--- src/source/dft_defines.svh ---
`ifndef DFT_DEFINES_SVH
`define DFT_DEFINES_SVH

// input and output sample width
`define DFT_SAMPLE_W 18

// worst case bit growth through one radix-4 butterfly
`define DFT_GROWTH 2

// full precision width inside the butterfly
`define DFT_WIDE_W (`DFT_SAMPLE_W + `DFT_GROWTH)

// block exponent width
`define DFT_EXP_W 4

// headroom margin width
`define DFT_MARGIN_W 2

// complex points per butterfly
`define DFT_POINTS 4

// points handled by one radix-2 stage
`define DFT_PAIR 2

`endif

--- src/source/dft_pkg.sv ---
`default_nettype none

`include "dft_defines.svh"

package dft_pkg;

	// one real or imaginary part at the ports
	typedef logic signed [`DFT_SAMPLE_W-1:0] sample_t;

	// butterfly internal value, holds the full radix-4 result
	typedef logic signed [`DFT_WIDE_W-1:0] wide_t;

	// block exponent
	typedef logic [`DFT_EXP_W-1:0] exp_t;

	// headroom margin supplied with each block
	typedef logic [`DFT_MARGIN_W-1:0] margin_t;

	// transform direction
	// forward rotates the odd difference by -j, inverse by +j
	typedef enum logic {
		DIR_FWD = 1'b0,
		DIR_INV = 1'b1
	} dft_dir_e;

endpackage

`default_nettype wire

--- src/source/radix2_pair_if.sv ---
`default_nettype none

// results of one radix-2 stage on their way to the combine stage
interface radix2_pair_if import dft_pkg::*; ();

	// qualifies the four data signals for one cycle
	logic valid;

	// a + b
	wide_t sum_re;
	wide_t sum_im;

	// a - b
	wide_t diff_re;
	wide_t diff_im;

	// radix-2 stage side
	modport source (
		output valid,
		output sum_re,
		output sum_im,
		output diff_re,
		output diff_im
	);

	// combine stage side
	modport sink (
		input valid,
		input sum_re,
		input sum_im,
		input diff_re,
		input diff_im
	);

endinterface

`default_nettype wire

--- src/source/radix2_stage.sv ---
`default_nettype none

// one radix-2 butterfly without twiddle
// computes a + b and a - b for a complex pair, one register stage
module radix2_stage import dft_pkg::*; (
	input  logic          clk,
	input  logic          rst_n,
	input  logic          in_val,
	input  sample_t       a_re,
	input  sample_t       a_im,
	input  sample_t       b_re,
	input  sample_t       b_im,
	radix2_pair_if.source pair
);

	wide_t a_re_w;
	wide_t a_im_w;
	wide_t b_re_w;
	wide_t b_im_w;

	wide_t sum_re_nxt;
	wide_t sum_im_nxt;
	wide_t diff_re_nxt;
	wide_t diff_im_nxt;

	// sign extension up to the internal width
	assign a_re_w = wide_t'(a_re);
	assign a_im_w = wide_t'(a_im);
	assign b_re_w = wide_t'(b_re);
	assign b_im_w = wide_t'(b_im);

	// one extra bit of growth at most, plenty of room in wide_t
	assign sum_re_nxt  = a_re_w + b_re_w;
	assign sum_im_nxt  = a_im_w + b_im_w;
	assign diff_re_nxt = a_re_w - b_re_w;
	assign diff_im_nxt = a_im_w - b_im_w;

	// valid strobe
	always_ff @(posedge clk) begin
		if (!rst_n) begin
			pair.valid <= 1'b0;
		end else begin
			pair.valid <= in_val;
		end
	end

	// results only move when a block arrives
	always_ff @(posedge clk) begin
		if (in_val) begin
			pair.sum_re  <= sum_re_nxt;
			pair.sum_im  <= sum_im_nxt;
			pair.diff_re <= diff_re_nxt;
			pair.diff_im <= diff_im_nxt;
		end
	end

endmodule

`default_nettype wire

--- src/source/radix4_combine.sv ---
`default_nettype none

`include "dft_defines.svh"

// second half of the radix-4 butterfly
// stage 1 forms X0..X3 from the two radix-2 results
// stage 2 scales by the block floating point shift and saturates
module radix4_combine import dft_pkg::*; (
	input  logic        clk,
	input  logic        rst_n,
	input  logic        in_val,
	input  dft_dir_e    dir,
	input  margin_t     margin_in,
	input  exp_t        exp_in,
	radix2_pair_if.sink even,
	radix2_pair_if.sink odd,
	output logic        out_val,
	output sample_t     dout_re [`DFT_POINTS],
	output sample_t     dout_im [`DFT_POINTS],
	output exp_t        exp_out,
	output logic        ovf
);

	// true when the value does not fit in sample_t
	function automatic logic out_of_range(input wide_t v);
		logic [`DFT_GROWTH:0] top;
		top = v[`DFT_WIDE_W-1:`DFT_SAMPLE_W-1];
		return !((&top) || !(|top));
	endfunction

	// clip to the most positive or most negative sample
	function automatic sample_t saturate(input wide_t v);
		sample_t r;
		if (!out_of_range(v)) begin
			r = v[`DFT_SAMPLE_W-1:0];
		end else if (v[`DFT_WIDE_W-1]) begin
			r = {1'b1, {(`DFT_SAMPLE_W-1){1'b0}}};
		end else begin
			r = {1'b0, {(`DFT_SAMPLE_W-1){1'b1}}};
		end
		return r;
	endfunction

	// side-band captured alongside the radix-2 stages
	dft_dir_e sb_dir;
	margin_t  sb_margin;
	exp_t     sb_exp;

	logic     pair_val;
	wide_t    rot_re;
	wide_t    rot_im;
	margin_t  shift_amt;

	// stage 1 registers
	logic     s1_val;
	wide_t    s1_re [`DFT_POINTS];
	wide_t    s1_im [`DFT_POINTS];
	margin_t  s1_shift;
	exp_t     s1_exp;

	// stage 2 combinational
	wide_t    sh_re [`DFT_POINTS];
	wide_t    sh_im [`DFT_POINTS];
	logic [2*`DFT_POINTS-1:0] sat_hit;
	logic [`DFT_EXP_W:0] exp_sum;
	exp_t     exp_nxt;

	always_ff @(posedge clk) begin
		if (in_val) begin
			sb_dir    <= dir;
			sb_margin <= margin_in;
			sb_exp    <= exp_in;
		end
	end

	// both stages always fire together
	assign pair_val = even.valid & odd.valid;

	// odd difference times -j or +j
	always_comb begin
		if (sb_dir == DIR_FWD) begin
			rot_re = odd.diff_im;
			rot_im = -odd.diff_re;
		end else begin
			rot_re = -odd.diff_im;
			rot_im = odd.diff_re;
		end
	end

	// shift = growth - margin, never negative
	always_comb begin
		if (sb_margin >= margin_t'(`DFT_GROWTH)) begin
			shift_amt = '0;
		end else begin
			shift_amt = margin_t'(`DFT_GROWTH) - sb_margin;
		end
	end

	always_ff @(posedge clk) begin
		if (!rst_n) begin
			s1_val <= 1'b0;
		end else begin
			s1_val <= pair_val;
		end
	end

	// X0, X1, X2, X3 in natural order
	always_ff @(posedge clk) begin
		if (pair_val) begin
			s1_re[0] <= even.sum_re + odd.sum_re;
			s1_im[0] <= even.sum_im + odd.sum_im;
			s1_re[1] <= even.diff_re + rot_re;
			s1_im[1] <= even.diff_im + rot_im;
			s1_re[2] <= even.sum_re - odd.sum_re;
			s1_im[2] <= even.sum_im - odd.sum_im;
			s1_re[3] <= even.diff_re - rot_re;
			s1_im[3] <= even.diff_im - rot_im;
			s1_shift <= shift_amt;
			s1_exp   <= sb_exp;
		end
	end

	// arithmetic shift rounds toward minus infinity
	always_comb begin
		for (int k = 0; k < `DFT_POINTS; k++) begin
			sh_re[k]       = s1_re[k] >>> s1_shift;
			sh_im[k]       = s1_im[k] >>> s1_shift;
			sat_hit[2*k]   = out_of_range(sh_re[k]);
			sat_hit[2*k+1] = out_of_range(sh_im[k]);
		end
	end

	// exponent grows by the shift, sticks at all ones
	assign exp_sum = {1'b0, s1_exp} +
		{{(`DFT_EXP_W-`DFT_MARGIN_W+1){1'b0}}, s1_shift};
	assign exp_nxt = exp_sum[`DFT_EXP_W] ? '1 : exp_sum[`DFT_EXP_W-1:0];

	always_ff @(posedge clk) begin
		if (!rst_n) begin
			out_val <= 1'b0;
			ovf     <= 1'b0;
		end else begin
			out_val <= s1_val;
			ovf     <= s1_val & (|sat_hit);
		end
	end

	always_ff @(posedge clk) begin
		if (s1_val) begin
			for (int k = 0; k < `DFT_POINTS; k++) begin
				dout_re[k] <= saturate(sh_re[k]);
				dout_im[k] <= saturate(sh_im[k]);
			end
			exp_out <= exp_nxt;
		end
	end

endmodule

`default_nettype wire

--- src/source/dft_rdx4_top.sv ---
`default_nettype none

// radix-4 DFT butterfly with block floating point
// latency is three cycles, a new block may enter every cycle
module dft_rdx4_top import dft_pkg::*; (
	input  logic     clk,
	input  logic     rst_n,
	input  logic     in_val,
	input  dft_dir_e dir,
	input  sample_t  din_re [4],
	input  sample_t  din_im [4],
	input  margin_t  margin_in,
	input  exp_t     exp_in,
	output logic     out_val,
	output sample_t  dout_re [4],
	output sample_t  dout_im [4],
	output exp_t     exp_out,
	output logic     ovf
);

	// radix-2 results of (x0, x2) and (x1, x3)
	radix2_pair_if even_pair ();
	radix2_pair_if odd_pair ();

	// even samples
	radix2_stage even_stage (
		.clk    (clk),
		.rst_n  (rst_n),
		.in_val (in_val),
		.a_re   (din_re[0]),
		.a_im   (din_im[0]),
		.b_re   (din_re[2]),
		.b_im   (din_im[2]),
		.pair   (even_pair.source)
	);

	// odd samples
	radix2_stage odd_stage (
		.clk    (clk),
		.rst_n  (rst_n),
		.in_val (in_val),
		.a_re   (din_re[1]),
		.a_im   (din_im[1]),
		.b_re   (din_re[3]),
		.b_im   (din_im[3]),
		.pair   (odd_pair.source)
	);

	// rotation, output formation and scaling
	// side-band goes straight in, the combine stage aligns it
	radix4_combine combine (
		.clk       (clk),
		.rst_n     (rst_n),
		.in_val    (in_val),
		.dir       (dir),
		.margin_in (margin_in),
		.exp_in    (exp_in),
		.even      (even_pair.sink),
		.odd       (odd_pair.sink),
		.out_val   (out_val),
		.dout_re   (dout_re),
		.dout_im   (dout_im),
		.exp_out   (exp_out),
		.ovf       (ovf)
	);

endmodule

`default_nettype wire

--- config.mk ---
export PLATFORM = sky130hd
export DESIGN_NAME = dft_rdx4_top
export DESIGN_NICKNAME = d
export VERILOG_FILES = /design/src/source/dft_pkg.sv /design/src/source/radix2_pair_if.sv /design/src/source/radix2_stage.sv /design/src/source/radix4_combine.sv /design/src/source/dft_rdx4_top.sv
export VERILOG_INCLUDE_DIRS = /design/src /design/src/source
export SDC_FILE = /design/constraint.sdc
export NUM_CORES = 1
export LEC_CHECK = 0
export BUFFER_PORTS_ARGS = -buffer_cell sky130_fd_sc_hd__clkbuf_2
export CAP_MARGIN = 20
export CORE_ASPECT_RATIO = 0.8
export CORE_MARGIN = 3
export CORE_UTILIZATION = 57
export CTS_BUF_LIST = sky130_fd_sc_hd__clkbuf_4
export CTS_CLUSTER_DIAMETER = 100
export DETAILED_ROUTE_END_ITERATION = 8
export PLACE_DENSITY = 0.77
export SYNTH_ARGS = -nofsm -noshare
export SYNTH_HDL_FRONTEND = slang
export SYNTH_SLANG_ARGS = --single-unit
--- constraint.sdc ---
create_clock -name clk -period 4.98 [get_ports clk]
set_input_delay 0.498 -clock clk [delete_from_list [all_inputs] [get_ports clk]]
set_output_delay 0.498 -clock clk [all_outputs]
set_load 0.02 [all_outputs]
-- Yosys cells after proc, flatten, opt, wreduce, memory -nomap -nowiden
Memories as Yosys holds them, arrays and structs flattened.
Cells that the tools add are included.
- output and inout port bits: 150
- bits in latches: 0
- register bits after elaboration: 325
- input port bits: 154
- memory bits (read-only): 0
- memories kept: 2
- RAM bits: 160
- logic and storage cells: 119
- multiplexer cells: 20
- divide/modulo/power cells: 0
- add/subtract/negate cells: 20
- shift-type cells: 8
- bitwise gates (word level): 1
- reduce and logical (&&, ||, !) cells: 41
- multiply operators: 0
- eq/ne operators: 0
- order comparisons: 1
- memories (memory ; words ; width ; rd ports ; clocked after memory_dff ; write ports ; RTL line ; text):
    combine.s1_im ; 4 ; 20 ; 4 ; 0 ; 4 ; radix4_combine.sv:57 ; wide_t s1_im [`DFT_POINTS];
    combine.s1_re ; 4 ; 20 ; 4 ; 0 ; 4 ; radix4_combine.sv:56 ; wide_t s1_re [`DFT_POINTS];
- operator list (kind ; number):
    two-way mux 18 bit ; 16
    >>> shifter 20 x 2 -> 20 bit ; 8
    adder 20 bit ; 4
    subtractor 20 bit ; 4
    adder 18 x 18 -> 19 bit ; 4
    subtractor 18 x 18 -> 19 bit ; 4
    two-way mux 20 bit ; 2
    negation 20 bit ; 2
    AND reduction 3 bit ; 8
    OR reduction 3 bit ; 8
    logical NOT 1 bit ; 16
    logical OR 1 bit ; 8
    OR reduction 8 bit ; 1
    adder 4 x 2 -> 5 bit ; 1
    >= comparator 2 bit, second input constant ; 1
    two-way mux 1 bit ; 2
    subtractor 2 bit, first input constant ; 1
    bitwise AND 1 bit ; 1

-- Longest topological paths before layout
- depth in word-level cells: 7
- mapped depth: 17
- gate-level depth less buffers: 17

-- Cells and area by module
From an unflattened synthesis, not the netlist that was laid out.
- cells, all modules: 3582
- area, all modules: 34802.1 um2
- modules (own cells, without submodules) (module ; sequential area each (um2) ; cells each ; instances ; area each (um2)):
    radix4_combine ; 9579.2 ; 2325 ; 1 ; 22604.2
    radix2_stage at even_stage ; 2242.2 ; 650 ; 1 ; 6233.5
    radix2_stage at odd_stage ; 2242.2 ; 607 ; 1 ; 5964.5

-- Worst setup path after synthesis
OpenSTA, ideal clock, no wires.
- path type: register to register
- start: register odd_stage.pair.valid
- end: register combine.s1_exp[0], enable pin
- clock period less this slack: 4369 ps
- stages on the path, launching flop included: 1
- setup slack: 611 ps
- path buffers: 0
- arrival time: 3831 ps
- setup time: 537 ps
- path through: dfxtp_1
- RTL lines (item ; RTL line ; text):
    start: declaration ; radix2_pair_if.sv:19 ; output valid,
    start signal: assignment ; radix2_stage.sv:43 ; pair.valid <= in_val;
    end signal: assignment ; radix4_combine.sv:119 ; s1_exp <= sb_exp;
    end: declaration ; radix4_combine.sv:59 ; exp_t s1_exp;
No word-level cell between the ends.

==> flow_summary.json <==
{
  "htreeDepth": 3,
  "powerDensity_nw_per_um2": 424,
  "cellLeakagePower_uw": 0.0159,
  "start_kind": "flop",
  "fin_crit_sh_pct": 84.9,
  "hold_viol": 0,
  "synth.most_common_cell": "edfxtp_1",
  "antenna_found_initial": 4,
  "status": "finished clean",
  "ys_types": 86,
  "min_path_type": "in2reg",
  "cp-end-kind": "flop",
  "slew_viol_final": 0,
  "worst_path_largest_cell_delay_ps": 600,
  "grt_pass1_vias": 23400,
  "holdPathEnd": "odd_stage.pair.diff_im[0]",
  "grt_max_degree": 255,
  "clkLatencyLatePin_ps": 930,
  "synth-edff-count": 465,
  "ys_top_cells_by_count": "465 x edfxtp_1, 398 x a21oi_1, 361 x nor2_1, 313 x ha_1, 313 x inv_1",
  "maxCapViolCount": 0,
  "wl_mm": 86.6,
  "ys.flop_type": "edfxtp_1",
  "worstPathRequired_ps": 5630,
  "timing.fmax_ghz": 0.237,
  "critPathKind": "reg2reg",
  "postCtsHoldBufs": 8,
  "clockRootBuffer": "clkbuf_4",
  "core-area_um2": 57400,
  "fin_ws_ps": 753,
  "worstPathArrival_ps": 4880,
  "path_cells": "or4_4 -> or3_2 -> nor2_1 -> a21oi_1 -> xor2_1 -> ha_1 -> nor3_1 -> a211oi_1 -> o41ai_1 -> nor4_1 -> a311o_1",
  "place_congestion": 0.969,
  "regToRegStartpoint": "odd_stage.pair.diff_im[3]",
  "r2r_slack_ps": 750,
  "drive_gt1_share_pct": 14.2,
  "synth_area_leaders": "edfxtp_1 42%, ha_1 12%, a21oi_1 5.9%",
  "die_area_um2": 61800,
  "post-cts-setup-buffers": 0,
  "setup_viol": 0,
  "ant_nets": 0,
  "syn_avg_cell_area_um2": 9.78,
  "track_usage_pct": 27.2,
  "yosysTopAreaCell": "edfxtp_1",
  "grt_first_pass_wirelength_mm": 133,
  "via_per_inst": 5.87,
  "dp_worst_setup_slack_ps": 805,
  "slowest_stage": "o41ai_1",
  "fin_worst_skew_ps": 94.4,
  "ys_async_sr_fraction_pct": 0,
  "fin_crit_ps": 4230,
  "nets": 4190,
  "n_fill_cell": 4628,
  "final_util_pct": 64.8,
  "place_hpwl_mm": 68.9,
  "drc": 0,
  "yosysTopAreaCellShare_pct": 41.6,
  "rsz0062_at_grt": "no",
  "synth_seq_cells": 469,
  "io_buffers": 303,
  "r2r_end": "combine.s1_re[3][19]",
  "max_slew_margin_pct": 30.1,
  "cts-resized-gates": 0,
  "row_count": 78,
  "synth_area_um2": 33500,
  "dieWidth_um": 277,
  "yosys_warnings": 0,
  "vdd_drop_max_v": 0.000317,
  "dr_total_vias": 26800,
  "die_h_um": 223,
  "cts_tree": "built",
  "syn_inst": 3427,
  "synthToLayoutAreaGrowth_pct": 10.9,
  "overflow": 0,
  "path_clk_slew_ps": 70,
  "hold_depth": 3,
  "cts_sinks": 469,
  "start_util_pct": 58.4,
  "dr.first_iter.drc_count": 3193,
  "wire_per_inst_um": 19.0,
  "critPathMaxFanout": 12,
  "regArea_um2": 14100,
  "hp-start": "din_im[0]",
  "cts_made_buffers": 113,
  "fin_tns_setup_ps": 0,
  "tightest_slew_ps": 1050,
  "drt_first_pass_iters": 6,
  "clk_path_buf_depth": 3,
  "syn-num-nets": 3911,
  "reg2regPathDepth": 11,
  "ys_seq_area_share_pct": 41.9,
  "multi_input_area_um2": 17700,
  "io_pins": 304
}
layout by cell type, fill, tap and decap left out, drive strengths merged, types with 36 or more instances in the layout:
cell type    n
nand3       36
edfxtp     465
a21oi      398
nor2b       51
o21ai      138
nand2      114
clkbuf     464
xor2        83
ha         313
nand2b      45
o21bai      48
nor3        70
inv        315
xnor2      206
a21o        45
mux2i      126
nor2       361
clkinv      43
report_power, final:
part	leakage [uW]	switching, uW	internal (uW)	total, uW
Sequential	0.00440	528	5410	5940
Clock	0.000875	1560	1670	3230
Combinational	0.0106	4100	2510	6610
registers in the layout, summed over array words and instances (netlist names), 4 cells and up:
| signal | flops |
|---|---|
| even_stage.pair.diff_re | 19 |
| odd_stage.pair.sum_re | 18 |
| odd_stage.pair.diff_im | 19 |
| even_stage.pair.sum_im | 18 |
| even_stage.pair.diff_im | 19 |
| combine.dout_re | 72 |
| odd_stage.pair.diff_re | 19 |
| combine.sb_exp | 4 |
| combine.dout_im | 72 |
| odd_stage.pair.sum_im | 18 |
| combine.exp_out | 4 |
| combine.s1_exp | 4 |
| combine.s1_im | 78 |
| combine.s1_re | 78 |
| even_stage.pair.sum_re | 18 |
layout make-up:
class                   instances  share of cell area, %
flip-flops and latches        469                   37.8
inverters                     317                   3.20
repair buffers                331                   4.82
diodes                          5                 0.0337
well taps                     760                   2.56
clock inverters                47                  0.811
multi-input cells            2474                   47.5
clock buffers                 162                   3.27
metrics by stage:
| step | cell area (um^2) | instances | total power, uW | hold slack, ps |
|---|---|---|---|---|
| global route | 37200 | 4565 | 16700 | 46.9 |
| floorplan | 33500 | 3427 | 10400 | 400 |
| CTS | 37100 | 4559 | 15600 | 35.9 |
| global placement | 35600 | 4342 | 12300 | 402 |
| finish | 37200 | 4565 | 15800 | 91.8 |
| detailed placement | 35600 | 4342 | 12400 | 405 |
how the worst max path moves through the flow:
stage / depth (start not counted) / slack, ps / start / end
after floorplan: 0 / 610 / odd_stage.pair.valid / combine.s1_exp[0]
after global placement: 11 / 910 / odd_stage.pair.diff_im[5] / combine.s1_re[3][19]
after detailed placement: 11 / 810 / odd_stage.pair.diff_im[3] / combine.s1_re[3][19]
after CTS: 11 / 740 / odd_stage.pair.diff_im[3] / combine.s1_re[3][19]
after global routing: 12 / 480 / odd_stage.pair.diff_im[5] / combine.s1_re[3][19]
final: 11 / 750 / odd_stage.pair.diff_im[3] / combine.s1_re[3][19]
kinds of logic (layout without fill, tap and decap cells):
| family | after synthesis | after routing | share of synthesized area, % |
|---|---|---|---|
| DFF | 469 | 469 | 41.9 |
| and+or+nand+nor | 818 | 818 | 11.6 |
| other | 0 | 5 | 0 |
| xor gates and xnor gates | 289 | 289 | 7.55 |
| adders and majority gates | 330 | 330 | 12.7 |
| AOI/OAI and AO/OA | 895 | 895 | 16.5 |
| buffers and inverters | 484 | 857 | 5.45 |
| muxes | 142 | 142 | 4.30 |
routing by layer:
layer	global-route usage, %	wire length, um
met1	46.1	43500
met2	35.5	33200
met3	4.69	8600
met4	5.39	1260
met5	0	0
worst max-delay path, delay by kind of cell (launching register included):
kind	cells	cell delay (ps)
AOI/OAI and AO/OA	4	1190
DFF	1	470
xor gates and xnor gates	1	180
and+or+nand+nor	5	1660
adders and majority gates	1	460
Power figures use the tool's default switching activity.
